<file path="config.mk">
export PLATFORM = sky130hd
export DESIGN_NAME = ao486_l15_tri
export DESIGN_NICKNAME = d
export VERILOG_FILES = /design/src/verilog/tri_pkg.sv /design/src/verilog/ifill_request_ctrl.sv /design/src/verilog/ifill_line_assembler.sv /design/src/verilog/readcode_streamer.sv /design/src/verilog/int_wake_detect.sv /design/src/verilog/tri_top.sv
export SDC_FILE = /design/constraint.sdc
export NUM_CORES = 1
export LEC_CHECK = 0
export ABC_AREA = 1
export BUFFER_PORTS_ARGS = -buffer_cell sky130_fd_sc_hd__buf_2
export CORE_ASPECT_RATIO = 1.5
export CORE_MARGIN = 1.5
export CORE_UTILIZATION = 40
export DETAILED_ROUTE_END_ITERATION = 6
export SLEW_MARGIN = 20
export SYNTH_ARGS = -nofsm -noshare
export SYNTH_HDL_FRONTEND = slang
export SYNTH_SLANG_ARGS = --single-unit
</file>
<file path="constraint.sdc">
create_clock -name clk -period 14.8 [get_ports clk]
set_input_delay 1.48 -clock clk [delete_from_list [all_inputs] [get_ports clk]]
set_output_delay 1.48 -clock clk [all_outputs]
set_load 0.01 [all_outputs]
</file>
<file path="src/verilog/tri_pkg.sv">
package tri_pkg;

    // Address width on the ao486 side of the transducer
    localparam int CORE_ADDR_W = 32;

    // Width of one L1.5 data word
    localparam int L15_WORD_W = 64;

    // Field widths of the L1.5 request and return headers
    localparam int RQTYPE_W = 5;
    localparam int RETTYPE_W = 4;

    // Request type for an instruction miss
    localparam logic [RQTYPE_W-1:0] IMISS_RQ = 5'd16;

    // Return types that the transducer reacts to
    localparam logic [RETTYPE_W-1:0] IFILL_RET = 4'd1;
    localparam logic [RETTYPE_W-1:0] INT_RET = 4'd7;

    // Interrupt packet type that wakes the core
    localparam logic [1:0] INT_TYPE_WAKE = 2'd1;

    // Request size code for a 4-byte access
    localparam logic [2:0] SZ_4B = 3'd2;

    // One IFILL return carries a whole block of this many bytes
    localparam int BLOCK_BYTES = 32;

    // Code line towards the core and the partial words it is streamed in
    localparam int LINE_W = 128;
    localparam int PARTIAL_W = 32;

    // One L1.5 response word, seen either as raw bytes or as an interrupt packet
    // Byte view is big-endian, so bytes[7] holds the lowest addressed byte
    typedef union packed {
        logic [7:0][7:0] bytes;
        struct packed {
            logic [45:0] unused_hi;
            logic [1:0]  int_type;
            logic [15:0] unused_lo;
        } intr;
    } l15_word_u;

endpackage

</file>
<file path="src/verilog/ifill_request_ctrl.sv">
`timescale 1ns/1ps

module ifill_request_ctrl import tri_pkg::*; #(
    parameter int L15_ADDR_W = 40
) (
    input  logic                   clk,
    input  logic                   rst_n,
    input  logic                   request_readcode_do,
    input  logic [CORE_ADDR_W-1:0] request_readcode_address,
    input  logic                   l15_transducer_val,
    input  logic                   l15_transducer_header_ack,
    input  logic [RETTYPE_W-1:0]   l15_transducer_returntype,
    input  logic                   line_done,
    output logic                   transducer_l15_val,
    output logic [RQTYPE_W-1:0]    transducer_l15_rqtype,
    output logic [L15_ADDR_W-1:0]  transducer_l15_address,
    output logic [1:0]             window_offset,
    output logic                   second_half,
    output logic                   last_return
);

    // Lowest address bit above the byte offset inside a block
    localparam int BLK_LSB = $clog2(BLOCK_BYTES);

    localparam logic [1:0] ST_IDLE      = 2'd0;
    localparam logic [1:0] ST_REQ       = 2'd1;
    localparam logic [1:0] ST_WAIT_RET  = 2'd2;
    localparam logic [1:0] ST_WAIT_DONE = 2'd3;

    logic [1:0]             state;
    logic                   val_q;
    logic                   split_q;
    logic                   second_q;
    logic [1:0]             offset_q;
    logic [CORE_ADDR_W-1:0] blk_addr;
    logic [CORE_ADDR_W-1:0] fetch_blk;
    logic                   ifill_ret;
    logic                   go_second;

    assign ifill_ret = l15_transducer_val && (l15_transducer_returntype == IFILL_RET);

    // Base of the block holding the first fetched byte
    assign fetch_blk = request_readcode_address & ~CORE_ADDR_W'(BLOCK_BYTES - 1);

    // The first half of a split has come back, so the next block must be asked for
    assign go_second = (state == ST_WAIT_RET) && ifill_ret && split_q && !second_q;

    // Control FSM, one or two val/header_ack exchanges per fetch
    always_ff @(posedge clk) begin
        if (!rst_n) begin
            state    <= ST_IDLE;
            val_q    <= 1'b0;
            split_q  <= 1'b0;
            second_q <= 1'b0;
        end else begin
            case (state)
                ST_IDLE: begin
                    if (request_readcode_do) begin
                        state    <= ST_REQ;
                        val_q    <= 1'b1;
                        second_q <= 1'b0;
                        // Window starts in the last 8 bytes, so it runs into the next block
                        split_q  <= &request_readcode_address[BLK_LSB-1 -: 2];
                    end
                end
                ST_REQ: begin
                    // Val holds under back-pressure and drops right after the ack
                    if (l15_transducer_header_ack) begin
                        state <= ST_WAIT_RET;
                        val_q <= 1'b0;
                    end
                end
                ST_WAIT_RET: begin
                    if (go_second) begin
                        state    <= ST_REQ;
                        val_q    <= 1'b1;
                        second_q <= 1'b1;
                    end else if (ifill_ret) begin
                        state <= ST_WAIT_DONE;
                    end
                end
                default: begin
                    // Streaming to the core must finish before the next fetch
                    if (line_done) begin
                        state <= ST_IDLE;
                    end
                end
            endcase
        end
    end

    // Address and window offset are latched once per fetch
    always_ff @(posedge clk) begin
        if (state == ST_IDLE && request_readcode_do) begin
            blk_addr <= fetch_blk;
            offset_q <= request_readcode_address[BLK_LSB-1 -: 2];
        end else if (go_second) begin
            blk_addr <= blk_addr + CORE_ADDR_W'(BLOCK_BYTES);
        end
    end

    assign transducer_l15_val = val_q;
    assign transducer_l15_rqtype = val_q ? IMISS_RQ : '0;

    // Block address is sign-extended up to the L1.5 address width
    assign transducer_l15_address = L15_ADDR_W'($signed(blk_addr));

    assign window_offset = offset_q;
    assign second_half = second_q;
    assign last_return = !split_q || second_q;

endmodule

</file>
<file path="src/verilog/ifill_line_assembler.sv">
`timescale 1ns/1ps

module ifill_line_assembler import tri_pkg::*; (
    input  logic                  clk,
    input  logic                  rst_n,
    input  logic                  l15_transducer_val,
    input  logic [RETTYPE_W-1:0]  l15_transducer_returntype,
    input  logic [L15_WORD_W-1:0] l15_transducer_data_0,
    input  logic [L15_WORD_W-1:0] l15_transducer_data_1,
    input  logic [L15_WORD_W-1:0] l15_transducer_data_2,
    input  logic [L15_WORD_W-1:0] l15_transducer_data_3,
    input  logic                  second_half,
    input  logic                  last_return,
    input  logic [1:0]            window_offset,
    output logic                  line_valid,
    output logic [LINE_W-1:0]     line
);

    localparam int BLOCK_BITS = 8 * BLOCK_BYTES;

    l15_word_u              ret_word [4];
    logic [BLOCK_BITS-1:0]  cur_blk;
    logic [BLOCK_BITS-1:0]  first_q;
    logic [2*BLOCK_BITS-1:0] joined;
    logic                   ifill_ret;

    assign ifill_ret = l15_transducer_val && (l15_transducer_returntype == IFILL_RET);

    assign ret_word[0] = l15_transducer_data_0;
    assign ret_word[1] = l15_transducer_data_1;
    assign ret_word[2] = l15_transducer_data_2;
    assign ret_word[3] = l15_transducer_data_3;

    // Reorder the block so that byte k lands in bits 8k+7 to 8k
    // The L1.5 sends each word with its lowest addressed byte in the top bits
    always_comb begin
        for (int w = 0; w < 4; w++) begin
            for (int b = 0; b < 8; b++) begin
                cur_blk[(8*w + b)*8 +: 8] = ret_word[w].bytes[7-b];
            end
        end
    end

    // Keep the first block of a split until its partner arrives
    always_ff @(posedge clk) begin
        if (ifill_ret && !second_half) begin
            first_q <= cur_blk;
        end
    end

    // For a split the current block is the upper half of the 64-byte pair
    // Without a split the window never reaches the upper half
    assign joined = {cur_blk, second_half ? first_q : cur_blk};

    // Window is 16 bytes from an 8-byte aligned start
    always_ff @(posedge clk) begin
        if (ifill_ret && last_return) begin
            line <= joined[int'(window_offset) * 64 +: LINE_W];
        end
    end

    always_ff @(posedge clk) begin
        if (!rst_n) begin
            line_valid <= 1'b0;
        end else begin
            line_valid <= ifill_ret && last_return;
        end
    end

endmodule

</file>
<file path="src/verilog/readcode_streamer.sv">
`timescale 1ns/1ps

module readcode_streamer import tri_pkg::*; (
    input  logic                 clk,
    input  logic                 rst_n,
    input  logic                 line_valid,
    input  logic [LINE_W-1:0]    line,
    output logic [PARTIAL_W-1:0] transducer_ao486_readcode_partial,
    output logic [LINE_W-1:0]    transducer_ao486_readcode_line,
    output logic                 transducer_ao486_readcode_partial_done,
    output logic                 transducer_ao486_request_readcode_done
);

    logic [1:0]        word_cnt;
    logic              active;
    logic [LINE_W-1:0] line_q;

    // Four partial words go out on consecutive cycles after the line arrives
    always_ff @(posedge clk) begin
        if (!rst_n) begin
            active   <= 1'b0;
            word_cnt <= 2'd0;
        end else if (line_valid) begin
            active   <= 1'b1;
            word_cnt <= 2'd0;
        end else if (active) begin
            word_cnt <= word_cnt + 2'd1;
            // Last word shown, stop here
            if (word_cnt == 2'd3) begin
                active <= 1'b0;
            end
        end
    end

    // The core keeps reading the line after streaming, so hold it until the next one
    always_ff @(posedge clk) begin
        if (line_valid) begin
            line_q <= line;
        end
    end

    // Word 0 sits in the low bits of the line
    assign transducer_ao486_readcode_partial = line_q[int'(word_cnt) * PARTIAL_W +: PARTIAL_W];
    assign transducer_ao486_readcode_line = line_q;
    assign transducer_ao486_readcode_partial_done = active;

    // Done comes with the fourth word and also releases the request controller
    assign transducer_ao486_request_readcode_done = active && (word_cnt == 2'd3);

endmodule

</file>
<file path="src/verilog/int_wake_detect.sv">
`timescale 1ns/1ps

module int_wake_detect import tri_pkg::*; (
    input  logic                  clk,
    input  logic                  rst_n,
    input  logic                  l15_transducer_val,
    input  logic [RETTYPE_W-1:0]  l15_transducer_returntype,
    input  logic [L15_WORD_W-1:0] l15_transducer_data_0,
    output logic                  ao486_int
);

    l15_word_u int_word;
    logic      wake_hit;

    assign int_word = l15_transducer_data_0;

    // Only an interrupt return of wake type counts, everything else is ignored
    assign wake_hit = l15_transducer_val
                   && (l15_transducer_returntype == INT_RET)
                   && (int_word.intr.int_type == INT_TYPE_WAKE);

    // One-cycle pulse in the cycle after the return
    always_ff @(posedge clk) begin
        if (!rst_n) begin
            ao486_int <= 1'b0;
        end else begin
            ao486_int <= wake_hit;
        end
    end

endmodule

</file>
<file path="src/verilog/tri_top.sv">
`timescale 1ns/1ps

module ao486_l15_tri import tri_pkg::*; #(
    parameter int L15_ADDR_W = 40
) (
    input  logic                   clk,
    input  logic                   rst_n,

    // Code fetch requests from the core
    input  logic                   request_readcode_do,
    input  logic [CORE_ADDR_W-1:0] request_readcode_address,

    // Request channel towards the L1.5
    output logic                   transducer_l15_val,
    output logic [RQTYPE_W-1:0]    transducer_l15_rqtype,
    output logic [L15_ADDR_W-1:0]  transducer_l15_address,
    output logic [2:0]             transducer_l15_size,
    input  logic                   l15_transducer_header_ack,

    // Response channel from the L1.5
    input  logic                   l15_transducer_val,
    input  logic [RETTYPE_W-1:0]   l15_transducer_returntype,
    input  logic [L15_WORD_W-1:0]  l15_transducer_data_0,
    input  logic [L15_WORD_W-1:0]  l15_transducer_data_1,
    input  logic [L15_WORD_W-1:0]  l15_transducer_data_2,
    input  logic [L15_WORD_W-1:0]  l15_transducer_data_3,
    output logic                   transducer_l15_req_ack,

    // Code line and status back to the core
    output logic [PARTIAL_W-1:0]   transducer_ao486_readcode_partial,
    output logic [LINE_W-1:0]      transducer_ao486_readcode_line,
    output logic                   transducer_ao486_readcode_partial_done,
    output logic                   transducer_ao486_request_readcode_done,
    output logic                   ao486_int
);

    logic [1:0]        window_offset;
    logic              second_half;
    logic              last_return;
    logic              line_valid;
    logic [LINE_W-1:0] line;

    // Every fetch asks for a 4-byte access, the L1.5 returns the full block anyway
    assign transducer_l15_size = SZ_4B;

    // Responses are always consumed in the cycle they arrive
    assign transducer_l15_req_ack = l15_transducer_val;

    ifill_request_ctrl #(
        .L15_ADDR_W(L15_ADDR_W)
    ) i_ifill_request_ctrl (
        .clk                       (clk),
        .rst_n                     (rst_n),
        .request_readcode_do       (request_readcode_do),
        .request_readcode_address  (request_readcode_address),
        .l15_transducer_val        (l15_transducer_val),
        .l15_transducer_header_ack (l15_transducer_header_ack),
        .l15_transducer_returntype (l15_transducer_returntype),
        .line_done                 (transducer_ao486_request_readcode_done),
        .transducer_l15_val        (transducer_l15_val),
        .transducer_l15_rqtype     (transducer_l15_rqtype),
        .transducer_l15_address    (transducer_l15_address),
        .window_offset             (window_offset),
        .second_half               (second_half),
        .last_return               (last_return)
    );

    ifill_line_assembler i_ifill_line_assembler (
        .clk                       (clk),
        .rst_n                     (rst_n),
        .l15_transducer_val        (l15_transducer_val),
        .l15_transducer_returntype (l15_transducer_returntype),
        .l15_transducer_data_0     (l15_transducer_data_0),
        .l15_transducer_data_1     (l15_transducer_data_1),
        .l15_transducer_data_2     (l15_transducer_data_2),
        .l15_transducer_data_3     (l15_transducer_data_3),
        .second_half               (second_half),
        .last_return               (last_return),
        .window_offset             (window_offset),
        .line_valid                (line_valid),
        .line                      (line)
    );

    readcode_streamer i_readcode_streamer (
        .clk                                    (clk),
        .rst_n                                  (rst_n),
        .line_valid                             (line_valid),
        .line                                   (line),
        .transducer_ao486_readcode_partial      (transducer_ao486_readcode_partial),
        .transducer_ao486_readcode_line         (transducer_ao486_readcode_line),
        .transducer_ao486_readcode_partial_done (transducer_ao486_readcode_partial_done),
        .transducer_ao486_request_readcode_done (transducer_ao486_request_readcode_done)
    );

    int_wake_detect i_int_wake_detect (
        .clk                       (clk),
        .rst_n                     (rst_n),
        .l15_transducer_val        (l15_transducer_val),
        .l15_transducer_returntype (l15_transducer_returntype),
        .l15_transducer_data_0     (l15_transducer_data_0),
        .ao486_int                 (ao486_int)
    );

endmodule

</file>
[Word level (Yosys, flattened, before mapping)]
Index checks and enable logic that the tools add are counted.
Widths: inputs -> output; s select.
Word-level totals
  register bits after elaboration: 556
  output and inout port bits: 213
  logic and storage cells: 72
Operators by class
  add/sub/neg operators: 2
  equality and inequality tests: 10
  shift operators: 2
  mux-type cells: 19
  bitwise logic cells: 1
  reduce and logical (&&, ||, !) cells: 24
Operator list (number)
  $shiftx 512x9->128: 1
  $mux 256: 1
  $shiftx 128x8->32: 1
  $mux 32: 2
  $add 32x6->32 const B: 1
  $logic_and 1x1->1: 10
  $mux 2: 5
  $reduce_and 4->1: 2
  $mux 1: 7
  $pmux 2 s3: 1
  $mux 5: 1
  $eq 2x1->1 const B: 2
  $eq 2x2->1 const B: 2
  $eq 4x1->1 const B: 1
  $eq 4x3->1 const B: 1
  $ne 2x2->1 const B: 2
  $reduce_and 2->1: 2
  $reduce_bool 2->1: 2
  $reduce_bool 4->1: 1
  $ne 3x1->1 const B: 1
  $pmux 1 s3: 1
  $reduce_and 3->1: 1
  $reduce_bool 3->1: 1
  $add 2x1->2 const B: 1
  7 further kinds: 8

[Logic depth before layout (Yosys ltp)]
  depth in word-level cells: 7
  gate-level depth with buffers: 10
  depth with buffers taken out: 10

[By module]
Synthesis repeated with hierarchy kept, for this count alone.
Unflattened totals
  cells, all modules: 2837
  area, all modules: 26561.7 um2
Modules (own cells, without submodules)
  ifill_line_assembler: instances 1, cells each 1970, area an instance 18579.1 um2, seq. area each 11551.1 um2
  readcode_streamer: instances 1, cells each 521, area an instance 5541.6 um2, seq. area each 3903.7 um2
  ifill_request_ctrl: instances 1, cells each 328, area an instance 2339.7 um2, seq. area each 970.9 um2
  int_wake_detect: instances 1, cells each 12, area an instance 63.8 um2, seq. area each 20.0 um2
  ao486_l15_tri: instances 1, cells each 6, area an instance 37.5 um2, seq. area each 0.0 um2

[Worst setup path before layout]
No wires, ideal clock.
  kind: in2reg
  start point: in l15_transducer_returntype[1]
  end point: reg i_ifill_line_assembler.first_q[0], enable pin
  arrival: 12.375 ns
  required time: 13.923 ns
  path slack: 1.548 ns
  cell stages on the path: 5
  path buffers: 0
  cell sequence: inv_1 -> nand2_1 -> nor2_1 -> nand2_1 -> nor2_1
Between the ends
  cells in the longest elaborated chain, start to end: 3
RTL lines
  start: declaration: RTL line tri_top.sv:22  | input logic [RETTYPE_W-1:0] l15_transducer_returntype,
  $eq 4x1->1: RTL line ifill_line_assembler.sv:27  | assign ifill_ret = l15_transducer_val && (l15_transducer_returntype == IFILL_RET);
  $logic_and 1x1->1: RTL line ifill_line_assembler.sv:27
  $logic_and 1x1->1: RTL line ifill_line_assembler.sv:46  | if (ifill_ret && !second_half) begin
  end signal: assignment: RTL line ifill_line_assembler.sv:47  | first_q <= cur_blk;
  end: declaration: RTL line ifill_line_assembler.sv:23  | logic [BLOCK_BITS-1:0] first_q;
Every way passes these cells.
A chain may end at the register's enable or synchronous reset.

[Final worst setup path]
  start point: in l15_transducer_returntype[1]
  end point: reg i_ifill_line_assembler.first_q[63], enable pin
The elaborated chain is that of the path after synthesis.

==> summary.txt <==
Clock network
  • CTS tree: built
  • Clk sinks: around 550
  • Clock root buffer: clkbuf_16
  • Post-CTS setup buffer count: 0
  • Max clock buf depth: 3
  • CTS resizes: 0
  • Cts bufs inserted: 55
  • H-tree depth: 2
  • Post-CTS Hold Buffers: 0
  • Clock transition at path regs: around 0.060 ns
  • Clock Latency Late Sink: between 0.6 and 0.7 ns

Placed design
  • HPWL Detailed: 60000 µm
  • Routability congestion estimate from global placement: between 0.9 and 1
  • PortBufs: 494
  • Pre-CTS setup slack: about 9.8 ns
  • Placement Cell Area: 0.0281 mm²

Power
  • Clock power frac: 35.5%
  • Seq pwr share: between 40% and 50%
  • Internal power: 2840 µW
  • Gate power share: about 17%
  • Power Density: approximately 130 mW/mm²
  • Leakage power: 0.0117 µW
  • Switching Fraction: ~28%
  • Switching power total: 1130 µW
  • Maximum vdd drop: around 0.09 mV

Timing
  • Skew final: between 0.02 and 0.03 ns
  • Hold WS: ~0.4 ns
  • Final setup viols: 0
  • RSZ-0062 raised after global routing: no
  • Setup TNS Final: 0 ns
  • Final hold viol count: 0
  • Tmin final: roughly 4.6 ns
  • Worst slew pin tran: approximately 1.3 ns
  • Final Max Slew Viols: 0
  • Slew HR: between 10 and 15%
  • Final worst setup slack: a little over 10 ns
  • Final Cycle Share: 31.0%
  • FMAX: between 200 and 250 MHz

Layout
  • Fraction of layout cells with a size suffix above 1: approximately a fifth
  • Syn-to-layout area delta: 17.9%
  • Final net count: approximately 3200
  • Finished Core Util: a little under half
  • Design area: between 0.02 and 0.03 mm²

Critical path
  • Worst setup EP type: flop
  • Critical path class: input pin to flop
  • Family with the most delay on the worst path: buffers and inverters
  • Worst endpoint required time: between 15 and 20 ns
  • Crit-path slowest cell: buf_4
  • Worst Path Max Fanout: 156
  • Arrival time worst endpoint: 4.81 ns
  • Most frequent CP cell: nand2_1
  • CP bufs+invs: 4
  • Crit-path cells: buf_2, inv_1, nand2_1, nor2_1, nand2_1, nor2_4, buf_12, buf_4
  • Slowest cell delay on critical path: ~0.94 ns
  • CP Launch Type: input pin

Worst hold path
  • Hold WC Path Type: flop to flop

Run status
  • Status: complete, no violations

Die
  • Floorplan row count: between 100 and 150
  • Horiz. Die Dim: approximately 210 µm
  • I/O Pins: 510
  • Height of the die: between 300 and 400 µm
  • Starting Density: between 40% and 50%
  • Core Footprint: approximately 0.062 mm²
  • Die Footprint: roughly 0.065 mm²

Run
  • Max-cap violations: 0

Global route
  • Vias in the first global route: between 20000 and 25000
  • Largest net degree at the start of global routing: about 200
  • Total grt overflow: 0
  • Initial antenna violation count: 27
  • Overall Global Routing Usage: 26.2%
  • First-pass GRT wire length: approximately 130000 µm

Drt
  • TritonRoute pass-1 iters: 6
  • DR iter-0 viols: 2114
  • Vias per Instance: 5.48
  • Final WL: 86900 µm
  • Detailed-route wire length per cell: roughly 23 µm
  • Detail Route Antenna Nets: 0
  • # DRC: 0
  • Detailed-route via count: slightly above 20000

Synth
  • Yosys reg bits: 551
  • Cell area after technology mapping: 0.0254 mm²
  • Netlist cell types: 33
  • Ys Warns: 0
  • Sequential area share after synthesis: 64.8%
  • Mapped Avg Cell Area: 9.97 µm²
  • Mapped Cells: ~2500
synthesized netlist by cell type:
cell type / number / area [µm²]
buf_4: 34 / 255
o22ai_1: 96 / 601
a211oi_1: 1 / 7.51
dfxtp_1: 10 / 200
inv_1: 33 / 124
nor4_1: 1 / 6.26
buf_2: 76 / 380
or2_2: 1 / 6.26
nand2_2: 3 / 18.8
nand4_1: 3 / 18.8
o21ai_0: 245 / 1230
ha_1: 2 / 25.0
xor2_1: 6 / 52.6
o21bai_1: 2 / 15.0
clkbuf_1: 67 / 251
a21oi_1: 6 / 30.0
clkbuf_2: 3 / 15.0
nor2_1: 282 / 1060
clkinv_1: 1 / 3.75
nor2_2: 3 / 18.8
nand3_2: 2 / 20.0
edfxtp_1: 541 / 16200
xnor2_1: 5 / 43.8
nand2_1: 828 / 3110
buf_6: 8 / 90.1
nor2_4: 2 / 22.5
o211ai_1: 45 / 338
inv_2: 4 / 15.0
inv_4: 1 / 6.26
nand3_1: 141 / 706
o21ai_1: 89 / 445
nor3_1: 2 / 10.0
conb_1: 2 / 7.51
registers in the layout (all words and copies together), names as in the netlist, 2 cells and up:
register,flops
i_ifill_line_assembler.first_q,256
i_ifill_line_assembler.line,128
i_readcode_streamer.transducer_ao486_readcode_line,128
i_ifill_request_ctrl.blk_addr,27
i_ifill_request_ctrl.state,2
i_ifill_request_ctrl.window_offset,2
i_readcode_streamer.word_cnt,2
cells in the final DEF (no fill, tap or decap), types with 11 or more instances in the layout:
cell       Yosys  layout
nand2_1      828     828
edfxtp_1     541     541
buf_2         76     494
nor2_1       282     280
o21ai_0      245     245
nand3_1      141     141
o22ai_1       96      96
o21ai_1       89      89
clkbuf_16      0      56
o211ai_1      45      45
inv_1         33      32
buf_4         34      17
diode_2        0      14
conb_1         2      12
clkinv_2       0      11
kinds of logic after synthesis:
family / after synthesis / share of synthesized area [%]
and+or+nand+nor: 1268 / 19.7
AOI/OAI and AO/OA: 484 / 10.5
adders and majority gates: 2 / 0.0986
xor gates and xnor gates: 11 / 0.380
other: 2 / 0.0296
DFF: 551 / 64.8
buffers and inverters: 227 / 4.50
final cells by class:
type / count / area (µm²)
Fill cell: 5873 / 32600
Sequential cell: 551 / 16500
Multi-Input combinational cell: 1777 / 7840
Timing Repair Buffer: 514 / 2650
Clock buffer: 65 / 1440
Tap cell: 798 / 998
Clock inverter: 33 / 337
Inverter: 39 / 165
Antenna cell: 14 / 35.0
final timing paths:
check,start,endpoint,slack [ns],cells past startpoint
worst min register to register,i_ifill_line_assembler.line[65],flop,0.41,0
worst max register to register,i_ifill_request_ctrl.second_half,i_ifill_line_assembler.first_q[63],10.97,3
worst max-delay path,l15_transducer_returntype[1],i_ifill_line_assembler.first_q[63],10.21,8
worst min-delay path,i_ifill_line_assembler.line[65],flop,0.41,0
worst reg2reg max path, stage by stage (launching register included):
cell and delay [ns]:
dfxtp_4 0.58, nor2_4 0.89, buf_12 0.51, buf_4 1.44
through the flow:
stage	std cells	total power, µW
CTS	3777	3990
global placement	3679	2560
detailed placement	3679	2580
floorplan	2555	2350
finish	3791	3960
global route	3787	4130
metal layers:
| layer | global-route usage [%] | vias to the layer above | share of wire (%) |
|---|---|---|---|
| met5 | 0 | - | 0.18 |
| met3 | 6.61 | 193 | 9.0 |
| met2 | 44.0 | 1056 | 48 |
| li1 | - | 9608 | - |
| met1 | 31.1 | 9912 | 38 |
| met4 | 13.3 | 22 | 5.0 |
power by group through the flow:
stage	Clock (µW)	Combinational, µW	Sequential [µW]
final	1410	674	1880
after global routing	1490	751	1890
after CTS	1440	672	1880
after detailed placement	0	669	1910
after global placement	0	648	1910
after floorplan	0	443	1910
Power figures use the tool's default switching activity.
